--- src/fft_params.svh ---
// ****************************************
// sizes and widths for the first SDF FFT
// stage, include wherever a width is needed
// ****************************************
`ifndef FFT_PARAMS_SVH
`define FFT_PARAMS_SVH

`define FFT_N     32   // points per frame
`define FFT_HALF  16   // half frame, also feedback depth

`define IN_W      8    // input component
`define FB_W      9    // feedback component, one growth bit
`define TW_W      8    // twiddle component
`define OUT_W     14   // output component

// twiddles are Q1.6, so 64 stands for 1.0
`define TW_SHIFT  6

`endif

--- src/fft_pkg.sv ---
// ****************************************
// shared types of the SDF FFT stage, the
// complex sample structs and stage state
// ****************************************
`default_nettype none
`include "fft_params.svh"

package fft_pkg;

    typedef logic signed [`IN_W-1:0]  sample_t;
    typedef logic signed [`FB_W-1:0]  fb_t;
    typedef logic signed [`TW_W-1:0]  tw_t;
    typedef logic signed [`OUT_W-1:0] res_t;
    typedef logic [$clog2(`FFT_N)-1:0] idx_t;   // position inside a frame

    typedef struct packed {
        sample_t re;
        sample_t im;
    } cplx_in_t;

    typedef struct packed {
        fb_t re;
        fb_t im;
    } cplx_fb_t;

    typedef struct packed {
        tw_t re;
        tw_t im;
    } cplx_tw_t;

    typedef struct packed {
        res_t re;
        res_t im;
    } cplx_out_t;

    typedef enum logic {
        ST_FILL = 1'b0,   // first half, load line and emit twiddled diffs
        ST_BFLY = 1'b1    // second half, butterfly against the line
    } stage_state_e;

endpackage

`default_nettype wire

--- src/sdf_ctrl.sv ---
// ****************************************
// frame counter and twiddle ROM of the SDF
// stage, one count per valid sample
// ****************************************
`default_nettype none
`include "fft_params.svh"

module sdf_ctrl (
    input  wire                   clk,
    input  wire                   rst_n,
    input  wire                   valid_i,
    output fft_pkg::stage_state_e state_o,
    output fft_pkg::cplx_tw_t     twiddle_o,
    output logic                  shift_o,
    output logic                  valid_o
);
    import fft_pkg::*;

    localparam int IDX_W = $clog2(`FFT_N);
    localparam int K_W   = $clog2(`FFT_HALF);

    idx_t           cnt;
    logic           primed;     // one full frame seen since reset
    logic [K_W-1:0] k;          // twiddle index within the fill half

    always_ff @(posedge clk or negedge rst_n) begin
        if (!rst_n) begin
            cnt    <= '0;
            primed <= 1'b0;
        end else if (valid_i) begin
            cnt <= cnt + 1'b1;  // wraps at frame end
            if (cnt == idx_t'(`FFT_N - 1)) begin
                primed <= 1'b1;
            end
        end
    end

    assign state_o = cnt[IDX_W-1] ? ST_BFLY : ST_FILL;
    assign k       = cnt[K_W-1:0];

    // the line moves on every accepted sample, idle cycles freeze it
    assign shift_o = valid_i;
    assign valid_o = valid_i & ((state_o == ST_BFLY) | primed);

    // W32^k = cos(2*pi*k/32) - j*sin(2*pi*k/32), Q1.6
    always_comb begin
        case (k)
            4'd0:    twiddle_o = '{re: tw_t'(64),  im: tw_t'(0)};
            4'd1:    twiddle_o = '{re: tw_t'(63),  im: tw_t'(-12)};
            4'd2:    twiddle_o = '{re: tw_t'(59),  im: tw_t'(-24)};
            4'd3:    twiddle_o = '{re: tw_t'(53),  im: tw_t'(-36)};
            4'd4:    twiddle_o = '{re: tw_t'(45),  im: tw_t'(-45)};
            4'd5:    twiddle_o = '{re: tw_t'(36),  im: tw_t'(-53)};
            4'd6:    twiddle_o = '{re: tw_t'(24),  im: tw_t'(-59)};
            4'd7:    twiddle_o = '{re: tw_t'(12),  im: tw_t'(-63)};
            4'd8:    twiddle_o = '{re: tw_t'(0),   im: tw_t'(-64)};
            4'd9:    twiddle_o = '{re: tw_t'(-12), im: tw_t'(-63)};
            4'd10:   twiddle_o = '{re: tw_t'(-24), im: tw_t'(-59)};
            4'd11:   twiddle_o = '{re: tw_t'(-36), im: tw_t'(-53)};
            4'd12:   twiddle_o = '{re: tw_t'(-45), im: tw_t'(-45)};
            4'd13:   twiddle_o = '{re: tw_t'(-53), im: tw_t'(-36)};
            4'd14:   twiddle_o = '{re: tw_t'(-59), im: tw_t'(-24)};
            4'd15:   twiddle_o = '{re: tw_t'(-63), im: tw_t'(-12)};
            default: twiddle_o = '{re: tw_t'(64),  im: tw_t'(0)};
        endcase
    end

    // an output strobe needs a sample behind it
    a_valid_needs_input: assert property (
        @(posedge clk) disable iff (!rst_n)
        valid_o |-> valid_i
    ) else $error("valid_o without a registered sample");

endmodule

`default_nettype wire

--- src/sdf_delay_line.sv ---
// ****************************************
// feedback delay of the SDF stage, shifts
// once per valid sample, oldest at output
// ****************************************
`default_nettype none
`include "fft_params.svh"

module sdf_delay_line (
    input  wire                     clk,
    input  wire                     rst_n,
    input  wire                     shift_i,
    input  wire fft_pkg::cplx_fb_t  data_i,
    output fft_pkg::cplx_fb_t       data_o
);
    import fft_pkg::*;

    cplx_fb_t taps [`FFT_HALF];    // taps[0] newest

    always_ff @(posedge clk or negedge rst_n) begin
        if (!rst_n) begin
            for (int i = 0; i < `FFT_HALF; i++) begin
                taps[i] <= '0;
            end
        end else if (shift_i) begin
            taps[0] <= data_i;
            for (int i = 1; i < `FFT_HALF; i++) begin
                taps[i] <= taps[i-1];
            end
        end
    end

    assign data_o = taps[`FFT_HALF-1];

    // an X written by the butterfly would circle round the loop
    a_fb_known: assert property (
        @(posedge clk) disable iff (!rst_n)
        !$isunknown(data_o)
    ) else $error("unknown value leaving the delay line");

endmodule

`default_nettype wire

--- src/sdf_butterfly.sv ---
// ****************************************
// radix-2 DIF butterfly, combinational,
// twiddle applied on the feedback path
// ****************************************
`default_nettype none
`include "fft_params.svh"

module sdf_butterfly (
    input  wire fft_pkg::stage_state_e state_i,
    input  wire fft_pkg::cplx_in_t     sample_i,
    input  wire fft_pkg::cplx_fb_t     fb_i,
    input  wire fft_pkg::cplx_tw_t     twiddle_i,
    output fft_pkg::cplx_fb_t          fb_o,
    output fft_pkg::cplx_out_t         data_o
);
    import fft_pkg::*;

    localparam int MUL_W = `FB_W + `TW_W;  // full product width

    fb_t                     in_re;       // input widened to feedback width
    fb_t                     in_im;
    logic signed [MUL_W-1:0] prod_re;
    logic signed [MUL_W-1:0] prod_im;
    logic signed [MUL_W-1:0] shr_re;
    logic signed [MUL_W-1:0] shr_im;
    logic                    fit_re;
    logic                    fit_im;

    assign in_re = sample_i.re;             // sign extends
    assign in_im = sample_i.im;

    // (a + jb)(c + jd) = (ac - bd) + j(ad + bc)
    assign prod_re = fb_i.re * twiddle_i.re - fb_i.im * twiddle_i.im;
    assign prod_im = fb_i.re * twiddle_i.im + fb_i.im * twiddle_i.re;

    assign shr_re = prod_re >>> `TW_SHIFT;  // back from Q1.6
    assign shr_im = prod_im >>> `TW_SHIFT;

    // bits above the output sign must all copy it
    assign fit_re = (&shr_re[MUL_W-1:`OUT_W-1]) | ~(|shr_re[MUL_W-1:`OUT_W-1]);
    assign fit_im = (&shr_im[MUL_W-1:`OUT_W-1]) | ~(|shr_im[MUL_W-1:`OUT_W-1]);

    always_comb begin
        case (state_i)
            ST_BFLY: begin
                data_o.re = fb_i.re + in_re;   // x[n] + x[n+16]
                data_o.im = fb_i.im + in_im;
                fb_o.re   = fb_i.re - in_re;   // diff goes back round
                fb_o.im   = fb_i.im - in_im;
            end
            default: begin
                // fill half, old diffs out with twiddle, new input in
                data_o.re = res_t'(shr_re);
                data_o.im = res_t'(shr_im);
                fb_o.re   = in_re;
                fb_o.im   = in_im;
            end
        endcase
    end

    // diffs span 9 bits and |W| <= 1, so the scaled product stays small
    a_product_fits: assert final (
        state_i !== ST_FILL || (fit_re !== 1'b0 && fit_im !== 1'b0)
    ) else $error("twiddled product overflows the output width");

endmodule

`default_nettype wire

--- src/fft_stage1.sv ---
// ****************************************
// first stage of a 32-point SDF FFT, one
// complex sample per valid, latency 1
// ****************************************
`default_nettype none

module fft_stage1 (
    input  wire                     clk,
    input  wire                     rst_n,
    input  wire                     valid_i,
    input  wire fft_pkg::cplx_in_t  data_i,
    output logic                    valid_o,
    output fft_pkg::cplx_out_t      data_o
);
    import fft_pkg::*;

    cplx_in_t     sample_q;      // registered input sample
    logic         valid_q;
    stage_state_e state;
    cplx_tw_t     twiddle;
    logic         shift;
    cplx_fb_t     fb_to_line;    // butterfly into delay line
    cplx_fb_t     fb_from_line;  // oldest entry back to butterfly

    always_ff @(posedge clk or negedge rst_n) begin
        if (!rst_n) begin
            valid_q <= 1'b0;
        end else begin
            valid_q <= valid_i;
        end
    end

    always_ff @(posedge clk) begin
        sample_q <= data_i;      // only read while valid_q
    end

    sdf_ctrl u_ctrl (
        .clk       (clk),
        .rst_n     (rst_n),
        .valid_i   (valid_q),
        .state_o   (state),
        .twiddle_o (twiddle),
        .shift_o   (shift),
        .valid_o   (valid_o)
    );

    sdf_delay_line u_line (
        .clk     (clk),
        .rst_n   (rst_n),
        .shift_i (shift),
        .data_i  (fb_to_line),
        .data_o  (fb_from_line)
    );

    sdf_butterfly u_bfly (
        .state_i   (state),
        .sample_i  (sample_q),
        .fb_i      (fb_from_line),
        .twiddle_i (twiddle),
        .fb_o      (fb_to_line),
        .data_o    (data_o)
    );

endmodule

`default_nettype wire

--- config.mk ---
export PLATFORM = sky130hd
export DESIGN_NAME = fft_stage1
export DESIGN_NICKNAME = d
export VERILOG_FILES = /design/src/fft_pkg.sv /design/src/sdf_ctrl.sv /design/src/sdf_delay_line.sv /design/src/sdf_butterfly.sv /design/src/fft_stage1.sv
export VERILOG_INCLUDE_DIRS = /design/src
export SDC_FILE = /design/constraint.sdc
export NUM_CORES = 1
export LEC_CHECK = 0
export BUFFER_PORTS_ARGS = -buffer_cell sky130_fd_sc_hd__clkbuf_2
export CAP_MARGIN = 20
export CELL_PAD_IN_SITES_DETAIL_PLACEMENT = 2
export CELL_PAD_IN_SITES_GLOBAL_PLACEMENT = 2
export CORE_MARGIN = 3
export CORE_UTILIZATION = 49
export CTS_BUF_LIST = sky130_fd_sc_hd__clkbuf_4 sky130_fd_sc_hd__clkbuf_8
export DETAILED_ROUTE_END_ITERATION = 8
export PLACE_DENSITY = 0.95
export SETUP_SLACK_MARGIN = 0.02
export SLEW_MARGIN = 30
export SYNTH_ARGS = -nofsm -noshare
export SYNTH_HDL_FRONTEND = slang
export SYNTH_SLANG_ARGS = --single-unit
--- constraint.sdc ---
create_clock -name clk -period 11.8 [get_ports clk]
set_input_delay 1.18 -clock clk [delete_from_list [all_inputs] [get_ports clk]]
set_output_delay 1.18 -clock clk [all_outputs]
set_load 0.05 [all_outputs]
* Yosys cells after proc, flatten, opt, wreduce, memory -nomap -nowiden *
Memory sizes are Yosys's and may differ from the RTL's.
Index checks and enable logic that the tools add are counted.
W data, S select, Z words.

operators by class
  add/subtract/negate cells = 7
  multiply operators = 4
  equal/unequal tests = 1
  muxes and demuxes = 3
  bitwise logic cells = 2
  reductions and logical operators = 1

operators with widths
  kind                   count
  $mul A9 B8 Y17         4
  $mux W28               1
  $add A9 B8 Y10         2
  $mux W18               1
  $sub A9 B8 Y9          2
  $add A17 B17 Y17       1
  $sub A17 B17 Y17       1
  $add A5 B1 Y5 const B  1
  $eq A5 B5 Y1 const B   1
  $reduce_and A2 Y1      1
  $and A1 B1 Y1          1
  $mux W1                1
  $or A1 B1 Y1           1

storage, ports and cells
  flip-flop bits (word level) = 311
  bits in read-only memories = 256
  bits of input ports = 19
  output and inout port bits = 29
  memories kept = 1

memory list
  name              words  bits a word  read ports  clocked after memory_dff  write ports  RTL line        RTL
  (name not given)  16     16           1           0                         0            sdf_ctrl.sv:47  case (k)

* Longest topological paths before layout *
An unclocked memory read counts as a cell.

  depth in word-level cells = 4
  gate-level depth with buffers = 29
  depth with buffers taken out = 27

* By module *
From an unflattened synthesis, not the netlist that was laid out.

unflattened totals
  cells, all modules = 2,162
  area total of the unflattened synthesis = 24,554.8 um2

by module, submodules not included
  module          times used  cells an instance  area an instance (um2)
  sdf_butterfly   1           1,448              12,677.2
  sdf_delay_line  1           626                10,908.0
  sdf_ctrl        1           71                 624.3
  fft_stage1      1           17                 345.3

* Least setup slack after synthesis *
No wires, ideal clock.

  path type = register to output
  start = register u_ctrl.cnt[0]
  end = output port data_o[25] in the netlist's numbering
  data arrival time = 7,909 ps
  required time = 10,620 ps
  path slack = 2,711 ps
  stages on the path, launching flop included = 27
  path through = dfrtp_1 inv_1 ha_1 nor2_1 a211o_1 o21ai_1 clkbuf_1 nand2_1 fa_1 fa_1 inv_1 fa_1 fa_1 fa_1 inv_1 fa_1 inv_1 ha_1 nand3_1 o211ai_1 o2111ai_1 a31oi_1 nand4_1 nand4b_1 xnor2_1 a21boi_0 buf_4

RTL lines
  what                    RTL line          RTL
  from (decl)             sdf_ctrl.sv:22    idx_t cnt;
  from (signal assigned)  sdf_ctrl.sv:31    cnt <= cnt + 1'b1;
  to (decl)               fft_stage1.sv:13  output fft_pkg::cplx_out_t data_o

==> impl_metrics.tcl <==
set metrics [dict create \
    tightest_slew_ns 1.04 \
    grt_start_max_net_pins 191 \
    timing.critical_path.buf_inv 8 \
    nNetsFinal 2641 \
    netlist.top_cell.by_area "sky130_fd_sc_hd__dfrtp_1" \
    antenna-diode-count 0 \
    grt_setup_unrepaired "false" \
    post_detailed_route_drc_marker_count 0 \
    max-cap-violations 0 \
    critical_path.startpoint_type "flop" \
    worst-path-max-fanout 25 \
    fin_skew_ns 0.0300 \
    area_delta_synth_final_pct 8.42 \
    clkLatencyLatePin_ns 0.62 \
    critPathMostFrequentCell "sky130_fd_sc_hd__fa_1" \
    wl_per_cell_microns 35.6 \
    clkTransAtPathRegs_ns 0.07 \
    finalWirelength_microns 102000 \
    worstRegToRegCells 10 \
    synth_seq_area_share 0.320 \
    effective_utilization_at_floorplan 0.500 \
    synth.yosys.warnings 0 \
    synth_cells 2148 \
    critPathCaptureType "output port" \
    grt_util_all_layers 0.374 \
    cts-resized-gates 0 \
    finalCriticalPeriod_ns 11.38 \
    cts.htree.levels 2 \
    tritoncts "yes" \
    max-slew-margin-rel 0.299 \
    hpwl_reported_at_the_end_of_detailed_placement_microns 63000 \
    worstReg2RegEnd "u_line.taps[284]" \
    detailedRoute.firstPassIterationCount 5 \
    place.port_buffers 47 \
    layout_worst_path_cycle_share 0.965 \
    regToRegStartpoint "u_line.data_o[9]" \
    hold_violations 0 \
    post_synth_most_frequent_cells "sky130_fd_sc_hd__inv_1 (386), sky130_fd_sc_hd__dfrtp_1 (295), sky130_fd_sc_hd__fa_1 (295), sky130_fd_sc_hd__mux2_2 (268), sky130_fd_sc_hd__ha_1 (149)" \
    unique_cell_type_count_in_the_yosys_netlist 50 \
    critical_path_required_ns 10.62 \
    async_reset_ff_frac 0.949 \
    grt_pass1_vias 20900 \
    hold_class "flop to flop" \
    antenna_found_initial 3 \
    setup.worst_path.class "flop to output port" \
    route.antenna.remaining_nets 0 \
    detailedRoute.firstIterationViolations 1477 \
    dr_total_vias 17600 \
    number_of_placed_i_o_pins 48 \
    synth_top_area_frac 0.307 \
    worst_hold_startpoint "u_line.taps[54]" \
    clockRootBuffer "sky130_fd_sc_hd__clkbuf_8" \
    cts_num_sinks 311 \
    timing_max_transition_violations_final 0 \
    critical_path.top_delay_family "adder cells" \
    syn-num-nets 2611 \
    setup_tns_ns 0 \
    r2r_slack_ns 7.44 \
    crit_arrival_ns 10.20 \
    worstHoldEndpoint "u_line.taps[54]" \
    cts_max_path_buffers 3 \
    cts.hold.buffers_added 0 \
    final-setup-viol-count 0 \
    syn_avg_cell_area_sq_um 11.2 \
    synth.most_common_cell "sky130_fd_sc_hd__inv_1" \
    vias_per_cell 6.12 \
    synth_top_flop_cell "sky130_fd_sc_hd__dfrtp_1" \
    place.gp.congestion 0.857 \
    fmax_mhz 87.9 \
    synth-seq-cells 311 \
    yosys-top-cells-area "sky130_fd_sc_hd__dfrtp_1 (31%), sky130_fd_sc_hd__fa_1 (25%), sky130_fd_sc_hd__mux2_2 (13%)" \
    grt_remaining_overflow 0 \
    status "completed" \
    slowest_stage_cell_on_the_critical_path "sky130_fd_sc_hd__o31ai_1" \
    synth_edf_count 0 \
    crit_path_max_incr_delay_ns 0.85 \
    placement_rows 80 \
    cts-buffers-inserted 50 \
    coreArea_sq_mm 0.0481 \
    die_h_microns 228 \
    synth.cell_area_sq_mm 0.0241 \
    layout_cells_sized_above_1 0.202 \
    post_cts.repair.setup_buffers 0 \
    grt_pass1_wl_microns 140000 \
    die_area_sq_mm 0.0518 \
    die_w_microns 228 \
    holdPathStages 1 \
]
-- cell usage in the layout (no fill, tap or decap), types with 3 or more instances in the layout --
cell type                  netlist  layout
sky130_fd_sc_hd__nand2b_1       12      12
sky130_fd_sc_hd__dfrtp_2         0       4
sky130_fd_sc_hd__dfxtp_1        16      16
sky130_fd_sc_hd__and2_1        132     132
sky130_fd_sc_hd__and3_1          3       3
sky130_fd_sc_hd__nor2b_1        10      10
sky130_fd_sc_hd__nand4_1         4       4
sky130_fd_sc_hd__clkbuf_8        0      60
sky130_fd_sc_hd__inv_1         386     386
sky130_fd_sc_hd__nand3_1        10      10
sky130_fd_sc_hd__nor2_1         75      75
sky130_fd_sc_hd__a31oi_1         7       7
sky130_fd_sc_hd__dfrtp_1       295     290
sky130_fd_sc_hd__fa_1          295     295
sky130_fd_sc_hd__buf_4           6      17
sky130_fd_sc_hd__o21ai_1         4       5
sky130_fd_sc_hd__nand2_1       137     137
sky130_fd_sc_hd__clkbuf_2        0      46
sky130_fd_sc_hd__clkbuf_4        0      24
sky130_fd_sc_hd__xnor2_1        51      51
sky130_fd_sc_hd__o21a_1          8       8
sky130_fd_sc_hd__mux2i_1        12      12
sky130_fd_sc_hd__nor3_1          8       8
sky130_fd_sc_hd__a21boi_0        4       4
sky130_fd_sc_hd__or2_2           8       8
sky130_fd_sc_hd__o21bai_1        8       8
sky130_fd_sc_hd__mux2_2        268     268
sky130_fd_sc_hd__o21ai_0        26      25
sky130_fd_sc_hd__or3_1           3       3
sky130_fd_sc_hd__clkinv_1        3       3
sky130_fd_sc_hd__xor2_1         26      26
sky130_fd_sc_hd__clkinv_2        0       4
sky130_fd_sc_hd__a21oi_1        56      56
sky130_fd_sc_hd__a21o_1         16      16
sky130_fd_sc_hd__ha_1          149     149
sky130_fd_sc_hd__o31ai_1         3       3
sky130_fd_sc_hd__o211ai_1        4       4
-- registers in the layout, indices dropped and copies added, names as in the netlist --
name,cells
valid_q,1
u_line.data_o,18
u_ctrl.primed,1
sample_q,16
u_line.taps,270
u_ctrl.cnt,5
-- layer usage --
layer  up-vias  global-route usage  wire (microns)
li1       6748                   -               -
met1      9223               0.380           34600
met2      1051               0.695           52600
met3       565              0.0623            5850
met4         2               0.264            9470
met5         -                   0              13
-- final cells by class --
| type | instances | area (sq um) |
|---|---|---|
| clock inverters | 9 | 93.8 |
| flip-flops and latches | 311 | 7710 |
| repair buffers | 68 | 452 |
| clock buffers | 84 | 1010 |
| multi-input cells | 1358 | 14500 |
| well taps | 656 | 821 |
| inverters | 389 | 1460 |
| fillers | 4639 | 22100 |
-- kinds of logic (layout without fill, tap and decap cells) --
family	count (synthesis)	in the layout	synth area share
buf+inv	479	550	0.0757
fa+ha+maj	444	444	0.323
simple gates	407	407	0.0833
flops	311	311	0.320
mux	281	281	0.131
compound gates	149	149	0.0387
xor+xnor	77	77	0.0280
-- worst max-delay path by stage --
stage,startpoint,to,slack (ns),cells after the start
floorplan,u_ctrl.cnt[0],data_o[25],2.71,26
global placement,u_ctrl.cnt[3],data_o[11],2.63,24
detailed placement,u_ctrl.cnt[0],data_o[10],2.05,23
CTS,u_ctrl.cnt[0],data_o[6],0.86,25
global route,u_ctrl.cnt[3],data_o[8],0.44,24
finish,u_ctrl.cnt[0],data_o[8],0.42,25
-- through the flow --
stage / util / std cells / setup slack (ns) / hold slack (ns) / area [sq um]
final: 0.542 / 2875 / 0.419 / 0.512 / 26100
after global routing: 0.542 / 2875 / 0.440 / 0.526 / 26100
after CTS: 0.541 / 2874 / 0.858 / 0.515 / 26100
after detailed placement: 0.518 / 2781 / 2.05 / 0.493 / 25000
after global placement: 0.518 / 2781 / 2.63 / 0.454 / 25000
after floorplan: - / 2148 / 2.71 / 0.429 / 24100
Power is left out: the tool's default activity adds up to more than one toggle a clock period on the data nets, which glitch-free logic cannot reach.
